$ cat src/usb_ctrl_consts.svh
`ifndef USB_CTRL_CONSTS_SVH
`define USB_CTRL_CONSTS_SVH

// packet and field sizes
`define USB_SETUP_LEN       8
`define USB_DEV_DESCR_LEN   18
`define USB_LEN_W           5    // wLength after clipping, max 31
`define USB_ADDR_W          7
`define USB_EP0_MAXPKT      8

// device descriptor field values
`define USB_VENDOR_ID       16'h1D50
`define USB_PRODUCT_ID      16'h6130
`define USB_BCD_USB         16'h0200
`define USB_BCD_DEVICE      16'h0100
`define USB_DEV_CLASS       8'h02

// standard request codes (bRequest)
`define USB_REQ_SET_ADDRESS         8'd5
`define USB_REQ_GET_DESCRIPTOR      8'd6
`define USB_REQ_GET_CONFIGURATION   8'd8
`define USB_REQ_SET_CONFIGURATION   8'd9

// descriptor type in wValue high byte
`define USB_DESCR_DEVICE    8'd1

`endif

$ cat src/usb_ctrl_pkg.sv
`default_nettype none
`include "usb_ctrl_consts.svh"

package usb_ctrl_pkg;

   // USB 2.0 chapter 9 device states
   typedef enum logic [1:0] {
      dev_powered    = 2'd0,
      dev_default    = 2'd1,
      dev_address    = 2'd2,
      dev_configured = 2'd3
   } dev_state_e;

   typedef enum logic [2:0] {
      req_none          = 3'd0,
      req_get_dev_descr = 3'd1,
      req_get_config    = 3'd2,
      req_set_address   = 3'd3,
      req_set_config    = 3'd4,
      req_unsupported   = 3'd5
   } req_kind_e;

   // decoded SETUP packet
   typedef struct packed {
      req_kind_e              kind;
      logic                   in_dir;   // bmRequestType[7]
      logic [7:0]             value;    // wValue low byte
      logic [`USB_LEN_W-1:0]  length;   // clipped wLength
   } setup_req_t;

   // SIE to endpoint
   typedef struct packed {
      logic [7:0] out_data;
      logic       out_valid;
      logic       out_err;
      logic       setup;
      logic       out_ready;   // one-cycle strobe
      logic       in_data_ack;
      logic       in_req;
      logic       in_ready;    // one-cycle strobe
   } sie_rx_t;

   // endpoint to SIE
   typedef struct packed {
      logic [7:0] data;
      logic       zlp;
      logic       valid;
   } in_pkt_t;

endpackage

`default_nettype wire

$ cat src/ctrl_transfer_fsm.sv
`timescale 1ns/1ps
`default_nettype none
`include "usb_ctrl_consts.svh"

module ctrl_transfer_fsm (
   input  wire logic                     clk_i,
   input  wire logic                     rstn,
   input  wire logic                     usb_reset_i,
   input  wire usb_ctrl_pkg::sie_rx_t    sie_i,
   input  wire usb_ctrl_pkg::setup_req_t req_i,
   input  wire logic                     req_done_i,
   input  wire logic                     data_exhausted_i,
   output usb_ctrl_pkg::req_kind_e       stage_src_o,
   output logic [`USB_LEN_W-1:0]         length_o,
   output logic                          status_zlp_o,
   output usb_ctrl_pkg::dev_state_e      dev_state_o,
   output logic [`USB_ADDR_W-1:0]        addr_o,
   output logic                          stall_o,
   output logic                          configured_o,
   output logic                          usb_en_o
);

   typedef enum logic [2:0] {
      st_idle   = 3'd0,
      st_setup  = 3'd1,
      st_data   = 3'd2,
      st_status = 3'd3,
      st_stall  = 3'd4
   } stage_e;

   stage_e                    state_q, state_d;
   usb_ctrl_pkg::req_kind_e   kind_q;
   logic [`USB_LEN_W-1:0]     length_q;
   usb_ctrl_pkg::dev_state_e  dev_state_q, dev_state_d;
   logic [`USB_ADDR_W-1:0]    addr_q, addr_d;
   logic [`USB_ADDR_W-1:0]    addr_pend_q;
   logic                      cfg_pend_q;
   logic                      usb_en_q;
   logic                      step;     // clock enable
   logic                      end_stb;

   // in_req only matters once the data runs out
   assign step    = sie_i.out_ready | sie_i.in_ready | req_done_i | sie_i.in_req;
   assign end_stb = sie_i.out_ready & ~(sie_i.out_valid | sie_i.out_err |
                                        sie_i.setup | sie_i.in_data_ack);

   always_comb begin
      state_d     = state_q;
      dev_state_d = dev_state_q;
      addr_d      = addr_q;
      if (sie_i.out_ready && sie_i.out_err) begin
         if (state_q != st_stall)
            state_d = st_idle;
      end else if (sie_i.out_ready && sie_i.setup) begin
         state_d = st_setup;
      end else begin
         case (state_q)
            st_setup: begin
               if (req_done_i) begin
                  if (req_i.kind == usb_ctrl_pkg::req_unsupported)
                     state_d = st_stall;
                  else if (req_i.in_dir)
                     state_d = st_data;
                  else
                     state_d = st_status;  // OUT requests carry no data
               end
            end
            st_data: begin
               if (sie_i.out_ready && sie_i.out_valid)
                  state_d = st_stall;
               else if (end_stb)
                  state_d = st_idle;      // host status ZLP
               else if (sie_i.in_req && data_exhausted_i)
                  state_d = st_stall;
            end
            st_status: begin
               if (sie_i.out_ready && sie_i.in_data_ack) begin
                  state_d = st_idle;
                  if (kind_q == usb_ctrl_pkg::req_set_address) begin
                     addr_d      = addr_pend_q;
                     dev_state_d = (addr_pend_q == '0) ? usb_ctrl_pkg::dev_default :
                                                         usb_ctrl_pkg::dev_address;
                  end else if (kind_q == usb_ctrl_pkg::req_set_config) begin
                     dev_state_d = cfg_pend_q ? usb_ctrl_pkg::dev_configured :
                                                usb_ctrl_pkg::dev_address;
                  end
               end else if (sie_i.out_ready && sie_i.out_valid) begin
                  state_d = st_stall;
               end
            end
            default: ;  // idle and stall wait for a SETUP
         endcase
      end
   end

   always_ff @(posedge clk_i or negedge rstn) begin
      if (!rstn) begin
         state_q     <= st_idle;
         kind_q      <= usb_ctrl_pkg::req_none;
         length_q    <= '0;
         dev_state_q <= usb_ctrl_pkg::dev_powered;
         addr_q      <= '0;
         usb_en_q    <= 1'b0;
      end else if (usb_reset_i) begin
         state_q     <= st_idle;
         kind_q      <= usb_ctrl_pkg::req_none;
         dev_state_q <= usb_ctrl_pkg::dev_default;
         addr_q      <= '0;
         usb_en_q    <= 1'b1;   // stays up from the first bus reset
      end else if (step) begin
         state_q     <= state_d;
         dev_state_q <= dev_state_d;
         addr_q      <= addr_d;
         if (req_done_i) begin
            kind_q   <= req_i.kind;
            length_q <= req_i.length;
         end
      end
   end

   // values wait here until the status stage is ACKed
   always_ff @(posedge clk_i) begin
      if (req_done_i) begin
         addr_pend_q <= req_i.value[`USB_ADDR_W-1:0];
         cfg_pend_q  <= req_i.value[0];
      end
   end

   assign stage_src_o  = (state_q == st_data) ? kind_q : usb_ctrl_pkg::req_none;
   assign length_o     = length_q;
   assign status_zlp_o = (state_q == st_status);
   assign dev_state_o  = dev_state_q;
   assign addr_o       = addr_q;
   assign stall_o      = (state_q == st_stall);
   assign configured_o = (dev_state_q == usb_ctrl_pkg::dev_configured);
   assign usb_en_o     = usb_en_q;

endmodule

`default_nettype wire

$ cat src/in_stage_source.sv
`timescale 1ns/1ps
`default_nettype none
`include "usb_ctrl_consts.svh"

module in_stage_source (
   input  wire logic                     clk_i,
   input  wire logic                     rstn,
   input  wire usb_ctrl_pkg::sie_rx_t    sie_i,
   input  wire usb_ctrl_pkg::req_kind_e  stage_src_i,
   input  wire logic [`USB_LEN_W-1:0]    length_i,
   input  wire logic                     status_zlp_i,
   input  wire usb_ctrl_pkg::dev_state_e dev_state_i,
   output usb_ctrl_pkg::in_pkt_t         in_pkt_o,
   output logic                          data_exhausted_o
);

   localparam logic [15:0] bcd_usb = `USB_BCD_USB;
   localparam logic [15:0] vid     = `USB_VENDOR_ID;
   localparam logic [15:0] pid     = `USB_PRODUCT_ID;
   localparam logic [15:0] bcd_dev = `USB_BCD_DEVICE;
   localparam logic [`USB_LEN_W-1:0] descr_len = `USB_DEV_DESCR_LEN;

   // device descriptor, index 0 goes out first
   localparam logic [0:`USB_DEV_DESCR_LEN-1][7:0] dev_descr = {
      8'(`USB_DEV_DESCR_LEN), `USB_DESCR_DEVICE,
      bcd_usb[7:0], bcd_usb[15:8],
      `USB_DEV_CLASS, 8'h00, 8'h00,       // class, subclass, protocol
      8'(`USB_EP0_MAXPKT),
      vid[7:0], vid[15:8],
      pid[7:0], pid[15:8],
      bcd_dev[7:0], bcd_dev[15:8],
      8'h00, 8'h00, 8'h00,                // no strings
      8'h01                               // one configuration
   };

   logic                  in_req_q;
   logic [`USB_LEN_W-1:0] cnt_q;
   logic [`USB_LEN_W-1:0] limit;
   logic                  data_stage;
   logic                  exhausted;
   logic [7:0]            data;

   assign data_stage = (stage_src_i != usb_ctrl_pkg::req_none);

   // descriptor sends min(wLength, 18), GET_CONFIGURATION one byte
   assign limit = (stage_src_i == usb_ctrl_pkg::req_get_dev_descr) ?
                  ((length_i < descr_len) ? length_i : descr_len) : `USB_LEN_W'(1);
   assign exhausted = data_stage & (cnt_q >= limit);

   always_comb begin
      data = 8'h00;
      if (stage_src_i == usb_ctrl_pkg::req_get_dev_descr) begin
         if (cnt_q < descr_len)
            data = dev_descr[cnt_q];
      end else if (dev_state_i == usb_ctrl_pkg::dev_configured) begin
         data = 8'h01;  // bConfigurationValue
      end
   end

   always_ff @(posedge clk_i or negedge rstn) begin
      if (!rstn) begin
         in_req_q <= 1'b0;
         cnt_q    <= '0;
      end else begin
         in_req_q <= sie_i.in_req;
         if (!data_stage)
            cnt_q <= '0;
         else if (sie_i.in_ready && in_pkt_o.valid && !in_pkt_o.zlp)
            cnt_q <= cnt_q + 1'b1;  // byte taken by SIE
      end
   end

   assign in_pkt_o.data  = data;
   assign in_pkt_o.zlp   = in_req_q & status_zlp_i;
   assign in_pkt_o.valid = in_req_q & ((data_stage & ~exhausted) | status_zlp_i);
   assign data_exhausted_o = exhausted;

endmodule

`default_nettype wire

$ cat src/setup_decoder.sv
`timescale 1ns/1ps
`default_nettype none
`include "usb_ctrl_consts.svh"

module setup_decoder (
   input  wire logic                     clk_i,
   input  wire logic                     rstn,
   input  wire logic                     usb_reset_i,
   input  wire usb_ctrl_pkg::sie_rx_t    sie_i,
   input  wire usb_ctrl_pkg::dev_state_e dev_state_i,
   output usb_ctrl_pkg::setup_req_t      req_o,
   output logic                          req_done_o
);

   logic [3:0]                byte_cnt_q;
   logic                      active_q;    // inside a SETUP packet
   usb_ctrl_pkg::req_kind_e   kind_q, kind_d;
   logic                      in_dir_q;
   logic [7:0]                value_q;
   logic [`USB_LEN_W-1:0]     len_q;
   logic                      req_done_q;
   logic                      byte_ok;
   logic                      state_ok;
   logic                      abort_stb, setup_stb, byte_stb, end_stb;

   assign abort_stb = sie_i.out_ready & sie_i.out_err;
   assign setup_stb = sie_i.out_ready & sie_i.setup & ~sie_i.out_err;
   assign byte_stb  = sie_i.out_ready & sie_i.out_valid & ~sie_i.out_err & ~sie_i.setup;
   assign end_stb   = sie_i.out_ready & ~(sie_i.out_valid | sie_i.out_err |
                                          sie_i.setup | sie_i.in_data_ack);

   // configuration requests need an assigned address
   assign state_ok = (dev_state_i == usb_ctrl_pkg::dev_address) ||
                     (dev_state_i == usb_ctrl_pkg::dev_configured);

   // per-byte field checks, bRequest picks the kind
   always_comb begin
      kind_d  = kind_q;
      byte_ok = 1'b1;
      case (byte_cnt_q)
         4'd0: byte_ok = (sie_i.out_data[6:0] == 7'd0); // standard, device recipient
         4'd1: begin
            if (kind_q == usb_ctrl_pkg::req_none) begin
               case (sie_i.out_data)
                  `USB_REQ_GET_DESCRIPTOR:
                     byte_ok = in_dir_q;
                  `USB_REQ_GET_CONFIGURATION:
                     byte_ok = in_dir_q & state_ok;
                  `USB_REQ_SET_ADDRESS:
                     byte_ok = ~in_dir_q;
                  `USB_REQ_SET_CONFIGURATION:
                     byte_ok = ~in_dir_q & state_ok;
                  default:
                     byte_ok = 1'b0;
               endcase
               case (sie_i.out_data)
                  `USB_REQ_GET_DESCRIPTOR:    kind_d = usb_ctrl_pkg::req_get_dev_descr;
                  `USB_REQ_GET_CONFIGURATION: kind_d = usb_ctrl_pkg::req_get_config;
                  `USB_REQ_SET_ADDRESS:       kind_d = usb_ctrl_pkg::req_set_address;
                  default:                    kind_d = usb_ctrl_pkg::req_set_config;
               endcase
            end
         end
         4'd2: begin // wValue low
            case (kind_q)
               usb_ctrl_pkg::req_set_address: byte_ok = ~sie_i.out_data[7];
               usb_ctrl_pkg::req_set_config:  byte_ok = (sie_i.out_data <= 8'd1);
               default:                       byte_ok = (sie_i.out_data == 8'd0);
            endcase
         end
         4'd3: begin // wValue high
            if (kind_q == usb_ctrl_pkg::req_get_dev_descr)
               byte_ok = (sie_i.out_data == `USB_DESCR_DEVICE);
            else
               byte_ok = (sie_i.out_data == 8'd0);
         end
         4'd4, 4'd5: byte_ok = (sie_i.out_data == 8'd0); // wIndex
         4'd6: begin // wLength low
            case (kind_q)
               usb_ctrl_pkg::req_get_config:    byte_ok = (sie_i.out_data == 8'd1);
               usb_ctrl_pkg::req_get_dev_descr: byte_ok = 1'b1;
               default:                         byte_ok = (sie_i.out_data == 8'd0);
            endcase
         end
         4'd7: begin // wLength high, descriptor length is clipped instead
            if (kind_q != usb_ctrl_pkg::req_get_dev_descr)
               byte_ok = (sie_i.out_data == 8'd0);
         end
         default: byte_ok = 1'b0; // more than 8 bytes
      endcase
      if (!byte_ok)
         kind_d = usb_ctrl_pkg::req_unsupported;
   end

   always_ff @(posedge clk_i or negedge rstn) begin
      if (!rstn) begin
         active_q   <= 1'b0;
         byte_cnt_q <= '0;
         kind_q     <= usb_ctrl_pkg::req_none;
         req_done_q <= 1'b0;
      end else if (usb_reset_i) begin
         active_q   <= 1'b0;
         byte_cnt_q <= '0;
         kind_q     <= usb_ctrl_pkg::req_none;
         req_done_q <= 1'b0;
      end else begin
         req_done_q <= end_stb & active_q;
         if (abort_stb) begin
            active_q <= 1'b0;   // drop the packet quietly
         end else if (setup_stb) begin
            active_q   <= 1'b1;
            byte_cnt_q <= '0;
            kind_q     <= usb_ctrl_pkg::req_none;
         end else if (byte_stb && active_q) begin
            kind_q <= kind_d;
            if (byte_cnt_q != 4'hf)
               byte_cnt_q <= byte_cnt_q + 4'd1;
         end else if (end_stb && active_q) begin
            active_q <= 1'b0;
            if (byte_cnt_q != 4'(`USB_SETUP_LEN))
               kind_q <= usb_ctrl_pkg::req_unsupported;
         end
      end
   end

   // request payload fields
   always_ff @(posedge clk_i) begin
      if (byte_stb && active_q) begin
         case (byte_cnt_q)
            4'd0: in_dir_q <= sie_i.out_data[7];
            4'd2: value_q  <= sie_i.out_data;
            4'd6: len_q    <= (|sie_i.out_data[7:`USB_LEN_W]) ? '1 :
                              sie_i.out_data[`USB_LEN_W-1:0];
            4'd7: if (sie_i.out_data != 8'd0) len_q <= '1;
            default: ;
         endcase
      end
   end

   assign req_o      = '{kind: kind_q, in_dir: in_dir_q, value: value_q, length: len_q};
   assign req_done_o = req_done_q;

endmodule

`default_nettype wire

$ cat src/usb_ctrl_endp.sv
`timescale 1ns/1ps
`default_nettype none
`include "usb_ctrl_consts.svh"

module usb_ctrl_endp (
   input  wire logic                  clk_i,
   input  wire logic                  rstn,
   input  wire logic                  usb_reset_i,
   input  wire usb_ctrl_pkg::sie_rx_t sie_i,
   output usb_ctrl_pkg::in_pkt_t      in_pkt_o,
   output logic [`USB_ADDR_W-1:0]     addr_o,
   output logic                       stall_o,
   output logic                       configured_o,
   output logic                       usb_en_o
);

   usb_ctrl_pkg::setup_req_t  req;
   logic                      req_done;
   usb_ctrl_pkg::req_kind_e   stage_src;
   logic [`USB_LEN_W-1:0]     length;
   logic                      status_zlp;
   usb_ctrl_pkg::dev_state_e  dev_state;
   logic                      data_exhausted;

   // SETUP bytes in, decoded request out
   setup_decoder u_setup_decoder (
      .clk_i       (clk_i),
      .rstn        (rstn),
      .usb_reset_i (usb_reset_i),
      .sie_i       (sie_i),
      .dev_state_i (dev_state),
      .req_o       (req),
      .req_done_o  (req_done)
   );

   ctrl_transfer_fsm u_ctrl_transfer_fsm (
      .clk_i            (clk_i),
      .rstn             (rstn),
      .usb_reset_i      (usb_reset_i),
      .sie_i            (sie_i),
      .req_i            (req),
      .req_done_i       (req_done),
      .data_exhausted_i (data_exhausted),
      .stage_src_o      (stage_src),
      .length_o         (length),
      .status_zlp_o     (status_zlp),
      .dev_state_o      (dev_state),
      .addr_o           (addr_o),
      .stall_o          (stall_o),
      .configured_o     (configured_o),
      .usb_en_o         (usb_en_o)
   );

   // IN data and status ZLP back to the SIE
   in_stage_source u_in_stage_source (
      .clk_i            (clk_i),
      .rstn             (rstn),
      .sie_i            (sie_i),
      .stage_src_i      (stage_src),
      .length_i         (length),
      .status_zlp_i     (status_zlp),
      .dev_state_i      (dev_state),
      .in_pkt_o         (in_pkt_o),
      .data_exhausted_o (data_exhausted)
   );

endmodule

`default_nettype wire

$ cat config.mk
export PLATFORM = sky130hd
export DESIGN_NAME = usb_ctrl_endp
export DESIGN_NICKNAME = d
export VERILOG_FILES = /design/src/usb_ctrl_pkg.sv /design/src/ctrl_transfer_fsm.sv /design/src/in_stage_source.sv /design/src/setup_decoder.sv /design/src/usb_ctrl_endp.sv
export VERILOG_INCLUDE_DIRS = /design/src /design/src/src
export SDC_FILE = /design/constraint.sdc
export NUM_CORES = 1
export LEC_CHECK = 0
export BUFFER_PORTS_ARGS = -buffer_cell sky130_fd_sc_hd__buf_2
export CORE_UTILIZATION = 50
export DETAILED_ROUTE_END_ITERATION = 16
export GPL_ROUTABILITY_DRIVEN = 0
export GPL_TIMING_DRIVEN = 0
export PLACE_DENSITY = 0.7
export SLEW_MARGIN = 25
export SYNTH_ARGS = -nofsm -noshare
export SYNTH_HDL_FRONTEND = slang
export SYNTH_SLANG_ARGS = --single-unit
$ cat constraint.sdc
create_clock -name clk_i -period 3.8 [get_ports clk_i]
set_clock_uncertainty 0.15 [all_clocks]
set_input_delay 0.95 -clock clk_i [delete_from_list [all_inputs] [get_ports clk_i]]
set_output_delay 0.95 -clock clk_i [all_outputs]
set_load 0.01 [all_outputs]
Yosys cells after proc, flatten, opt, wreduce, memory -nomap -nowiden
Memory sizes are Yosys's and may differ from the RTL's.
Cells that the tools add are included.

cells by class
  add/sub/neg operators = 2
  $lt $le $gt $ge = 5
  equality and inequality tests = 42
  mux-type cells = 75
  bitwise operators = 29
  reduce and logical (&&, ||, !) cells = 44

operators by type and width
  cell                  count
  $mux W3               25
  $mux W7               7
  $mux W8               4
  $mux W5               6
  $mux W4               5
  $mux W2               9
  $pmux W3 S3           2
  $reduce_and A6 Y1     3
  $eq A4 B3 Y1 const B  4
  $eq A8 B3 Y1 const B  2
  $eq A8 B4 Y1 const B  2
  $eq A3 B2 Y1 const B  5
  $and A1 B1 Y1         14
  $logic_not A7 Y1      2
  $eq A3 B3 Y1 const B  4
  $mux W1               12
  $reduce_bool A2 Y1    6
  $reduce_bool A3 Y1    4
  $reduce_bool A4 Y1    3
  $lt A5 B5 Y1 const B  2
  $ne A5 B5 Y1 const B  2
  $pmux W5 S2           1
  $eq A3 B1 Y1 const B  3
  $logic_and A1 B1 Y1   9
  other kinds (36)      61

storage, ports and cells
  register bits = 57
  memory bits (read-only) = 256
  bits of input ports = 18
  output and inout port bits = 20
  logic and storage cells = 215
  memories = 1

memories
  name              depth  width  rd ports  clocked after Yosys merged registers in  write ports  line                   RTL
  (name not given)  32     8      1         0                                        0            in_stage_source.sv:54  data = dev_descr[cnt_q];

Longest topological paths before layout
Gate-level depths: netlist of the first run.

  word-level depth = 15
  depth in mapped cells = 12
  depth with buffers taken out = 11

Modules after synthesis
Synthesis of the first run repeated with hierarchy kept, for this count alone.

second synthesis, totals
  cells, all modules = 344
  area, all modules = 3529.6 sq um

modules (own cells, without submodules)
  module             times used  cells an instance  area an instance (sq um)  seq. area each (sq um)
  setup_decoder      1           141                1433.9                    645.6
  ctrl_transfer_fsm  1           113                1382.6                    735.7
  in_stage_source    1           90                 713.2                     150.1

Worst setup path before layout of the first run
OpenSTA, ideal clock, no wires.

  kind = flip-flop to output port
  start point = register u_ctrl_transfer_fsm.state_q[0]
  end point = output in_pkt_o[0] (netlist bit)
  arrival = 2.581 ns
  data required time = 2.700 ns
  slack = 0.119 ns
  cell stages (with the launch flop) = 12
  buffers on the path = 2
  path through = dfrtp_1 > clkbuf_1 > or4_1 > clkbuf_1 > inv_2 > nand2_1 > ha_1 > nand2b_1 > a21o_1 > a21oi_1 > o21ai_0 > o31ai_1

RTL lines
  item                      line                      RTL
  start: declaration        ctrl_transfer_fsm.sv:31   stage_e state_q, state_d;
  start signal: assignment  ctrl_transfer_fsm.sv:98   state_q <= st_idle;
  start signal: assignment  ctrl_transfer_fsm.sv:105  state_q <= st_idle;
  start signal: assignment  ctrl_transfer_fsm.sv:111  state_q <= state_d;
  end: declaration          usb_ctrl_endp.sv:10       output usb_ctrl_pkg::in_pkt_t in_pkt_o,

==> metrics.log, run 1 <==
[metrics] Final period util: 100%
[metrics] CTS tree: done
[metrics] WL final: roughly 7400 um
[metrics] depth of the CTS H-tree: 2
[metrics] worst rel slew slack: 45.6%
[metrics] residual overflow from global routing: 0
[metrics] DRT antenna net count: 0
[metrics] syn nets: roughly 390
[metrics] first-pass GRT wire length: roughly 12000 um
[metrics] non-filler instance count after layout: slightly below 500
[metrics] routed vias/inst: 5.91
[metrics] number of buffers between clock root and the deepest sink: 2
[metrics] number of top-level pins: 38
[metrics] signed area change from the synthesized netlist to the final layout: 15.5%
[metrics] Post-synth EDFFs: 20
[metrics] Data required, critical path: roughly 2700 ps
[metrics] total clock buffers created by CTS: 5
[metrics] gr usage total: between 20% and 30%
[metrics] Die Span X: ~84 um
[metrics] effective utilization at floorplan: around 52%
[metrics] drt first pass iters: 4
[metrics] final worst setup slack: -1.80 ps
[metrics] Synthesis Warnings: 0
[metrics] post-route worst hold slack: 281 ps
[metrics] post-synthesis instance area: approximately 3300 sq um
[metrics] quantity of hold-fixing buffers added after cts: 0
[metrics] total area of multi-input combinational cells: between 1500 and 2000 sq um
[metrics] net count reported at finish: 437
[metrics] Tightest Pin Transition: a little over 800 ps
[metrics] Floorplan Core Area: 6390 sq um
[metrics] storage element area: 1500 sq um
[metrics] Starting DRT DRC Count: approximately 120
[metrics] Max Transition Viols Final: 0
[metrics] Critical Path Sink Type: primary output
[metrics] Gate Count Post-Synth: approximately 360
[metrics] highest-count cells in the layout ignoring fill and taps: sky130_fd_sc_hd__buf_2 (39), sky130_fd_sc_hd__dfrtp_1 (34), sky130_fd_sc_hd__nand2_1 (25), sky130_fd_sc_hd__nor2_1 (25), sky130_fd_sc_hd__inv_1 (24)
[metrics] pin count of the biggest net entering global routing: 37
[metrics] peak fanout along the critical path: 4
[metrics] count of max-cap constraint violations: 0
[metrics] run status: finished with violations
[metrics] share of the yosys chip area belonging to registers: roughly 45%
[metrics] die height: between 80 and 90 um
[metrics] total vias in the final route: around 2900
[metrics] register bit count reported by yosys: 56
[metrics] leakage: around 1.6 nW
[metrics] Netlist cell types: slightly below 60
[metrics] count of endpoints failing setup in the final report: 1
[metrics] sum of net half-perimeters after detailed placement: roughly 5500 um
[metrics] RSZ-0062 raised after global routing: true
[metrics] average cell area after synthesis: 9.38 sq um
[metrics] worst endpoint data arrival time: 2700 ps
[metrics] CP Launch Type: flop
[metrics] clock sinks: 56
[metrics] fraction of registers with async set or reset after synthesis: roughly 64%
[metrics] via count of the first global-routing pass: around 2700
[metrics] clock transition at the registers of the reported paths: about 90 ps
[metrics] type of the tightest min-delay check: reg -> reg
[metrics] Die Footprint: roughly 7000 sq um
[metrics] Main synth FF type: sky130_fd_sc_hd__dfrtp_1
[metrics] final critical-path required period: 3800 ps
[metrics] cell count after placement: around 470
[metrics] total number of placement rows: 29
[metrics] Clk Latency, worst-skew pair: about 300 ps
[metrics] Max Clk Rate: roughly 260 MHz
[metrics] total chip power: 1.27 mW
[metrics] Fillers: 558
[metrics] violated checks: setup timing
[metrics] areal power density over the cells: about 330 nW/um^2
[metrics] type of the worst setup path: reg -> out
[metrics] most common cell after layout, fill and taps aside: sky130_fd_sc_hd__buf_2
[metrics] fraction of final layout cells with drive strength greater than 1: 22.2%
[metrics] DRC violation count after routing: 0
[metrics] number of hold violations in the final report: 0
[metrics] Max rail drop VDD: a little over 0.2 mV
[metrics] average wire per cell in the routed design: 15.3 um
[metrics] number of I/O port buffers: 36
[metrics] antenna violations before repair: 0
[metrics] Clock Tree Root: sky130_fd_sc_hd__clkbuf_8
[metrics] antenna fix cells: 0
## layer usage
metal  global-route usage (%)  part of all wire [%]  vias up
met2                     34.4                    45       72
li1                         -                     -     1399
met3                     3.17                   4.0       14
met1                     30.5                    49     1371
met4                     8.78                   2.2        0
met5                        0                     0        -
## worst max-delay path, cell delays in order, from the launching register on
cell,delay (ps)
sky130_fd_sc_hd__dfrtp_1,400
sky130_fd_sc_hd__nand2b_4,160
sky130_fd_sc_hd__or4_4,520
sky130_fd_sc_hd__inv_4,90
sky130_fd_sc_hd__nand2_2,60
sky130_fd_sc_hd__ha_4,210
sky130_fd_sc_hd__nand2b_4,130
sky130_fd_sc_hd__a21o_1,160
sky130_fd_sc_hd__a21oi_2,190
sky130_fd_sc_hd__o21ai_2,90
sky130_fd_sc_hd__o31ai_1,220
sky130_fd_sc_hd__buf_2,170
## cells by family after synthesis
logic type	share of synthesized area [%]
and+or+nand+nor	23.8
adders and majority gates	5.26
muxes	3.61
buffers and inverters	5.41
xor gates and xnor gates	1.05
other	0.113
AOI/OAI and AO/OA	15.7
DFF	45.1
## state kept, by name (all words and copies together) (netlist names)
signal,flops
u_setup_decoder.in_dir_q,1
u_ctrl_transfer_fsm.state_q,3
u_setup_decoder.active_q,1
u_ctrl_transfer_fsm.length_o,5
u_setup_decoder.byte_cnt_q,4
u_ctrl_transfer_fsm.addr_pend_q,7
u_setup_decoder.value_q,7
u_setup_decoder.kind_q,3
u_ctrl_transfer_fsm.usb_en_o,1
u_setup_decoder.len_q,5
u_setup_decoder.req_done_o,1
u_in_stage_source.cnt_q,5
u_ctrl_transfer_fsm.dev_state_o,2
u_ctrl_transfer_fsm.addr_o,7
u_ctrl_transfer_fsm.kind_q,3
u_in_stage_source.in_req_q,1
## cells in the mapped netlist (12+ instances only)
cell                        n  area (sq um)
sky130_fd_sc_hd__nor3_1    12          60.1
sky130_fd_sc_hd__edfxtp_1  20           601
sky130_fd_sc_hd__inv_1     24          90.1
sky130_fd_sc_hd__nor2_1    26          97.6
sky130_fd_sc_hd__nand2_1   26          97.6
sky130_fd_sc_hd__dfrtp_1   36           901
sky130_fd_sc_hd__clkbuf_1  13          48.8
sky130_fd_sc_hd__o21ai_0   14          70.1
sky130_fd_sc_hd__ha_1      14           175
sky130_fd_sc_hd__nand3_1   13          65.1
sky130_fd_sc_hd__a21oi_1   17          85.1
## area by class of cell
type	count	share of cell area [%]
clock inverters	2	0.911
multi-input cells	255	44.5
inverters	25	2.50
clock buffers	6	1.89
well taps	77	2.50
repair buffers	45	6.54
plain buffers	17	2.05
flip-flops and latches	56	39.1
## metrics by stage
step | utilization (%) | instance area (sq um) | setup slack [ps] | setup TNS (ps)
6_report | 60.2 | 3850 | -1.80 | -1.80
2_1_floorplan | - | 3330 | 119 | 0
3_5_place_dp | 56.6 | 3610 | -262 | -262
4_1_cts | 59.7 | 3810 | 0.188 | 0
3_3_place_gp | 56.5 | 3610 | -238 | -238
5_1_grt | 60.2 | 3850 | -191 | -191
## power breakdown
| group | internal, mW | switching [mW] | leakage (nW) |
|---|---|---|---|
| combinational | 0.0903 | 0.126 | 0.885 |
| clock | 0.195 | 0.184 | 0.0513 |
| sequential | 0.650 | 0.0224 | 0.658 |
| total | 0.936 | 0.333 | 1.59 |
## worst paths after layout
check	start	end	slack, ps	cells after the start
worst min-delay path	u_setup_decoder.value_q[5]	u_ctrl_transfer_fsm.addr_pend_q[5]	280	0
min in group asynchronous	rstn	u_ctrl_transfer_fsm.addr_o[1]	570	1
worst min register to register	u_setup_decoder.value_q[5]	u_ctrl_transfer_fsm.addr_pend_q[5]	280	0
worst max-delay path	u_ctrl_transfer_fsm.state_q[2]	in_pkt_o[0]	-2	11
worst max register to register	u_ctrl_transfer_fsm.state_q[2]	u_in_stage_source.cnt_q[3]	630	12
max in group asynchronous	rstn	u_ctrl_transfer_fsm.state_q[1]	2350	1
## timing repair
| item | CTS | global route |
|---|---|---|
| resized for setup | 11 | 3 |
| buffers inserted | 8 | 1 |
| pin swaps | 6 | 5 |
| endpoints found under the hold margin | 0 | 0 |
| endpoints found under the setup margin | 1 | 1 |
Power figures use the tool's default switching activity.
==> run 2, diff against run 1 <==
--- a/config.mk
+++ b/config.mk
@@ -12,6 +12,7 @@
 export GPL_ROUTABILITY_DRIVEN = 0
 export GPL_TIMING_DRIVEN = 0
 export PLACE_DENSITY = 0.7
+export SETUP_SLACK_MARGIN = 0.4
 export SLEW_MARGIN = 25
 export SYNTH_ARGS = -nofsm -noshare
 export SYNTH_HDL_FRONTEND = slang
==> run 2 against run 1 <==
The flow still finishes with violations (setup timing). Combinational power fell by 3%. Sequential cell count did not move. Sequential power about the same. Largest power group unchanged. Setup slack got worse by 52 ps. Non-clock buffer count fell by 2. First-iteration DRC count up 23%. Final cell count down 0.41%. Final area rose by 0.23%. Core utilization up 0.14 points. Routed wire length is 0.16% higher. Global-route usage is 0.20 points higher. Fmax is 1.4% lower.
==> metrics.log, run 2 (same netlist as run 1, synthesis figures left out) <==
[metrics] worst rel slew slack: 33.2%
[metrics] detailed route wirelength on metal2: 3430 um
[metrics] number of hold violations in the final report: 0
[metrics] residual overflow from global routing: 0
[metrics] Fillers: 578
[metrics] total vias in the final route: 2799
[metrics] Max rail drop VDD: 0.244 mV
[metrics] highest-count cells in the layout ignoring fill and taps: sky130_fd_sc_hd__buf_2 (39), sky130_fd_sc_hd__dfrtp_1 (35), sky130_fd_sc_hd__nand2_1 (25), sky130_fd_sc_hd__nor2_1 (25), sky130_fd_sc_hd__inv_1 (24)
[metrics] antenna fix cells: 0
[metrics] areal power density over the cells: between 300 and 400 nW/um^2
[metrics] run status: finished with violations
[metrics] type of the tightest min-delay check: reg -> reg
[metrics] final critical-path required period: slightly below 4000 ps
[metrics] leakage: about 1.6 nW
[metrics] violated checks: setup timing
[metrics] WL final: approximately 7400 um
[metrics] net count reported at finish: approximately 440
[metrics] antenna violations before repair: 0
[metrics] total clock buffers created by CTS: 5
[metrics] number of buffers between clock root and the deepest sink: 2
[metrics] Die Footprint: between 6000 and 7000 sq um
[metrics] first element of the critical path: u_ctrl_transfer_fsm.kind_q[2]
[metrics] Tightest Pin Transition: 989 ps
[metrics] Floorplan Core Area: 6390 sq um
[metrics] drt first pass iters: 4
[metrics] depth of the CTS H-tree: 2
[metrics] Max Transition Viols Final: 0
[metrics] internal reg-to-reg setup slack: ~600 ps
[metrics] gr usage total: 22.1%
[metrics] signed area change from the synthesized netlist to the final layout: 15.8%
[metrics] Starting DRT DRC Count: 150
[metrics] clock transition at the registers of the reported paths: about 100 ps
[metrics] DRT antenna net count: 0
[metrics] Final period util: 101%
[metrics] Die Span X: 83.6 um
[metrics] average wire per cell in the routed design: 15.4 um
[metrics] met3 wire length: around 280 um
[metrics] number of cells on the worst reg-to-reg path: 11
[metrics] CP Launch Type: flop
[metrics] post-route worst hold slack: about 280 ps
[metrics] Clk Latency, worst-skew pair: between 300 and 400 ps
[metrics] Critical Path Sink Type: primary output
[metrics] clock sinks: 56
[metrics] pin count of the biggest net entering global routing: 37
[metrics] final worst setup slack: -53.9 ps
[metrics] setup tns final: -53.9 ps
[metrics] highest metal layer with signal wires: met4
[metrics] Data required, critical path: around 2700 ps
[metrics] number of top-level pins: 38
[metrics] via count of the first global-routing pass: 2614
[metrics] first-pass GRT wire length: around 12000 um
[metrics] Crit Reg-Reg Endpoint: u_in_stage_source.cnt_q[3]
[metrics] die height: between 80 and 90 um
[metrics] worst endpoint data arrival time: roughly 2800 ps
[metrics] CTS tree: done
[metrics] peak fanout along the critical path: 3
[metrics] count of max-cap constraint violations: 0
[metrics] DRC violation count after routing: 0
[metrics] sum of net half-perimeters after detailed placement: ~5500 um
[metrics] wire length on met1: 3620 um
[metrics] number of I/O port buffers: 36
[metrics] non-filler instance count after layout: a little under 500
[metrics] RSZ-0062 raised after global routing: true
[metrics] startpoint of the worst register-to-register path: u_ctrl_transfer_fsm.kind_q[2]
[metrics] Clock Tree Root: sky130_fd_sc_hd__clkbuf_8
[metrics] effective utilization at floorplan: 52.1%
[metrics] most common cell after layout, fill and taps aside: sky130_fd_sc_hd__buf_2
[metrics] Max Clk Rate: about 260 MHz
[metrics] cell count after placement: roughly 470
[metrics] fraction of final layout cells with drive strength greater than 1: between 20% and 30%
[metrics] total number of placement rows: 29
[metrics] type of the worst setup path: reg -> out
[metrics] termination of the worst setup path: in_pkt_o[0]
[metrics] routed vias/inst: ~5.8
[metrics] count of endpoints failing setup in the final report: 1
[run 2: power breakdown]
part	total [mW]	internal (mW)	switching [mW]
sequential	0.672	0.649	0.0236
clock	0.398	0.199	0.199
combinational	0.211	0.0884	0.123
total	1.28	0.936	0.346
[run 2: how the worst min path moves through the flow]
stage,from,end,cells past startpoint
after detailed placement,u_setup_decoder.value_q[1],u_ctrl_transfer_fsm.addr_pend_q[1],0
after global placement,u_setup_decoder.value_q[4],u_ctrl_transfer_fsm.addr_pend_q[4],0
after CTS,u_setup_decoder.value_q[1],u_ctrl_transfer_fsm.addr_pend_q[1],0
after floorplan,u_setup_decoder.value_q[0],u_ctrl_transfer_fsm.addr_pend_q[0],0
after global routing,u_setup_decoder.value_q[0],u_ctrl_transfer_fsm.addr_pend_q[0],0
final,u_setup_decoder.value_q[1],u_ctrl_transfer_fsm.addr_pend_q[1],0
[run 2: what timing repair did]
item	CTS	global route
pin swaps	2	1
buffers inserted	4	1
resized for setup	5	6
setup endpoints to repair	1	1
hold buffers	0	0
[run 2: final cells by class]
type / instances / area, sq um / area share [%]
Multi-Input combinational cell: 255 / 1710 / 44.4
Sequential cell: 56 / 1500 / 39.0
Timing Repair Buffer: 41 / 218 / 5.65
Buffer: 19 / 108 / 2.79
Inverter: 25 / 101 / 2.63
Tap cell: 77 / 96.3 / 2.50
Clock buffer: 5 / 68.8 / 1.79
Clock inverter: 3 / 47.5 / 1.23
[run 2: worst max-delay path: stages (launching register included)]
cell and delay (ps):
sky130_fd_sc_hd__dfrtp_1 400, sky130_fd_sc_hd__nand2b_4 140, sky130_fd_sc_hd__or4_4 530, sky130_fd_sc_hd__buf_8 150, sky130_fd_sc_hd__buf_4 140, sky130_fd_sc_hd__nor2_4 70, sky130_fd_sc_hd__nand2_1 60, sky130_fd_sc_hd__ha_1 300
sky130_fd_sc_hd__a21oi_2 220, sky130_fd_sc_hd__o21ai_2 90, sky130_fd_sc_hd__o31ai_2 180, sky130_fd_sc_hd__buf_2 160
[run 2: layer usage]
layer	global-route usage, %	vias to the layer above
met5	0	-
met4	5.70	0
li1	-	1388
met2	34.6	70
met1	32.0	1333
met3	3.36	8
[run 2: through the flow]
stage / instance area (sq um) / utilization, % / power (mW) / setup slack (ps)
after floorplan: 3380 / - / 0.815 / 395
after global placement: 3660 / 57.2 / 0.884 / 191
after CTS: 3830 / 60.0 / 1.29 / -95.6
final: 3850 / 60.4 / 1.28 / -53.9
after global routing: 3850 / 60.4 / 1.34 / -197
after detailed placement: 3660 / 57.3 / 0.890 / 141
==> run 3, diff against run 2 <==
--- a/config.mk
+++ b/config.mk
@@ -8,6 +8,7 @@
 export LEC_CHECK = 0
 export BUFFER_PORTS_ARGS = -buffer_cell sky130_fd_sc_hd__buf_2
 export CORE_UTILIZATION = 50
+export CTS_BUF_LIST = sky130_fd_sc_hd__clkbuf_16
 export DETAILED_ROUTE_END_ITERATION = 16
 export GPL_ROUTABILITY_DRIVEN = 0
 export GPL_TIMING_DRIVEN = 0
==> run 3 against run 2 <==
The flow still finishes with violations (setup timing). Die area did not move. First-iteration DRC count rose by 25%. Final area is 1.2% higher. Sequential cell count is the same. Register-to-register slack improved by 20 ps. Sequential power is essentially flat. Clock power increased by 31%. Sequential share of layout area shrank 0.51 points. Routed wire length increased by 0.85%. Largest power group unchanged. Highest routed layer unchanged.
==> metrics.log, run 3 (same netlist as run 1, synthesis figures left out) <==
[metrics] run status: finished with violations
[metrics] violated checks: setup timing
[metrics] areal power density over the cells: roughly 360 nW/um^2
[metrics] Clk Latency, worst-skew pair: approximately 290 ps
[metrics] type of the worst setup path: reg -> out
[metrics] sum of net half-perimeters after detailed placement: roughly 5500 um
[metrics] Clock Tree Root: sky130_fd_sc_hd__clkbuf_16
[metrics] effective utilization at floorplan: a little over half
[metrics] total number of placement rows: 29
[metrics] worst rel slew slack: 33.9%
[metrics] count of endpoints failing setup in the final report: 1
[metrics] Max Clk Rate: roughly 260 MHz
[metrics] Starting DRT DRC Count: between 150 and 200
[metrics] die height: between 80 and 90 um
[metrics] internal reg-to-reg setup slack: about 620 ps
[metrics] leakage: ~1.6 nW
[metrics] routed vias/inst: around 5.9
[metrics] gr usage total: between 20% and 30%
[metrics] total clock buffers created by CTS: 5
[metrics] Die Footprint: ~7000 sq um
[metrics] Max rail drop VDD: a little under 0.3 mV
[metrics] total vias in the final route: 2820
[metrics] count of max-cap constraint violations: 0
[metrics] fraction of final layout cells with drive strength greater than 1: about a fifth
[metrics] number of top-level pins: 38
[metrics] Final period util: 100%
[metrics] pin count of the biggest net entering global routing: 37
[metrics] first-pass GRT wire length: approximately 13000 um
[metrics] signed area change from the synthesized netlist to the final layout: 17.2%
[metrics] drt first pass iters: 5
[metrics] quantity of hold-fixing buffers added after cts: 0
[metrics] net count reported at finish: ~430
[metrics] clock sinks: between 50 and 60
[metrics] via count of the first global-routing pass: ~2600
[metrics] CP Launch Type: flop
[metrics] Non-Filler Cell Area, Final: about 4000 sq um
[metrics] type of the tightest min-delay check: reg -> reg
[metrics] number of cells on the worst reg-to-reg path: 11
[metrics] highest-count cells in the layout ignoring fill and taps: sky130_fd_sc_hd__buf_2 (39), sky130_fd_sc_hd__dfrtp_1 (36), sky130_fd_sc_hd__nand2_1 (25), sky130_fd_sc_hd__nor2_1 (25), sky130_fd_sc_hd__inv_1 (24)
[metrics] Max Transition Viols Final: 0
[metrics] placed standard-cell area: 3660 sq um
[metrics] hold depth: 0
[metrics] Die Span X: between 80 and 90 um
[metrics] most common cell after layout, fill and taps aside: sky130_fd_sc_hd__buf_2
[metrics] residual overflow from global routing: 0
[metrics] antenna fix cells: 0
[metrics] Data required, critical path: 2700 ps
[metrics] DRT antenna net count: 0
[metrics] number of I/O port buffers: 36
[metrics] Floorplan Core Area: between 6000 and 7000 sq um
[metrics] Tightest Pin Transition: a little under 1000 ps
[metrics] final critical-path required period: between 3000 and 4000 ps
[metrics] end point of the most critical hold path: u_ctrl_transfer_fsm.addr_pend_q[1]
[metrics] RSZ-0062 raised after global routing: true
[metrics] Fillers: between 500 and 600
[metrics] clock transition at the registers of the reported paths: 70 ps
[metrics] Crit Reg-Reg Endpoint: u_in_stage_source.cnt_q[3]
[metrics] startpoint of the worst register-to-register path: u_ctrl_transfer_fsm.kind_q[2]
[metrics] WL final: around 7500 um
[metrics] antenna violations before repair: 0
[metrics] CTS tree: done
[metrics] peak fanout along the critical path: 3
[metrics] DRC violation count after routing: 0
[metrics] depth of the CTS H-tree: 2
[metrics] number of buffers between clock root and the deepest sink: 2
[metrics] average wire per cell in the routed design: about 16 um
[metrics] Critical Path Sink Type: primary output
[metrics] number of hold violations in the final report: 0
[metrics] post-layout util: approximately three fifths
[metrics] worst endpoint data arrival time: 2710 ps
[metrics] final worst setup slack: -8.80 ps
[metrics] critical hold path startpoint: u_setup_decoder.value_q[1]
[run 3: metal layers]
metal | track usage [%] | vias to the layer above | share of wire, %
li1 | - | 1391 | -
met1 | 32.3 | 1336 | 49
met2 | 34.7 | 84 | 46
met3 | 3.17 | 9 | 4.2
met4 | 6.16 | 0 | 1.3
met5 | 0 | - | 0
[run 3: how the worst max path moves through the flow]
stage	slack, ps	to	start	depth (start not counted)
6_report	-9	in_pkt_o[0]	u_ctrl_transfer_fsm.kind_q[2]	11
5_1_grt	-150	in_pkt_o[0]	u_ctrl_transfer_fsm.kind_q[2]	11
4_1_cts	-60	in_pkt_o[0]	u_ctrl_transfer_fsm.kind_q[2]	12
3_5_place_dp	140	in_pkt_o[0]	u_ctrl_transfer_fsm.kind_q[2]	12
3_3_place_gp	190	in_pkt_o[0]	u_ctrl_transfer_fsm.kind_q[2]	12
2_1_floorplan	400	in_pkt_o[0]	u_ctrl_transfer_fsm.kind_q[2]	11
[run 3: stage by stage]
stage	setup slack, ps	hold slack [ps]	TNS (ps)	cells	power [mW]
final	-8.80	270	-8.80	480	1.41
after global routing	-154	280	-154	480	1.47
after CTS	-55.5	272	-55.5	480	1.41
after detailed placement	141	255	0	468	0.890
after global placement	191	256	0	468	0.884
after floorplan	395	250	0	355	0.815
[run 3: timing repair]
action / 4_1_cts / 5_1_grt
setup buffers: 4 / 0
setup endpoints to repair: 1 / 1
gates resized for setup: 5 / 5
pin swaps: 2 / 1
hold endpoints to repair: 0 / 0
[run 3: final cells by class]
type	count	area [sq um]	share of cell area, %
multi-input cells	255	1710	43.9
flip-flops and latches	56	1500	38.5
repair buffers	40	210	5.39
clock buffers	5	125	3.21
plain buffers	19	108	2.76
inverters	25	101	2.60
well taps	77	96.3	2.47
clock inverters	3	47.5	1.22
[run 3: power breakdown]
group	internal [mW]	total [mW]	switching, mW
clock network	0.313	0.523	0.210
logic	0.0885	0.212	0.124
registers	0.649	0.673	0.0238
[run 3: critical path, stage by stage (launching register included)]
cell and delay (ps):
sky130_fd_sc_hd__dfrtp_1 380, sky130_fd_sc_hd__nand2b_4 140, sky130_fd_sc_hd__or4_4 530, sky130_fd_sc_hd__buf_8 150
sky130_fd_sc_hd__buf_4 140, sky130_fd_sc_hd__nor2_4 70, sky130_fd_sc_hd__nand2_1 60, sky130_fd_sc_hd__ha_1 300
sky130_fd_sc_hd__a21oi_2 220, sky130_fd_sc_hd__o21ai_2 90, sky130_fd_sc_hd__o31ai_2 180, sky130_fd_sc_hd__buf_2 160
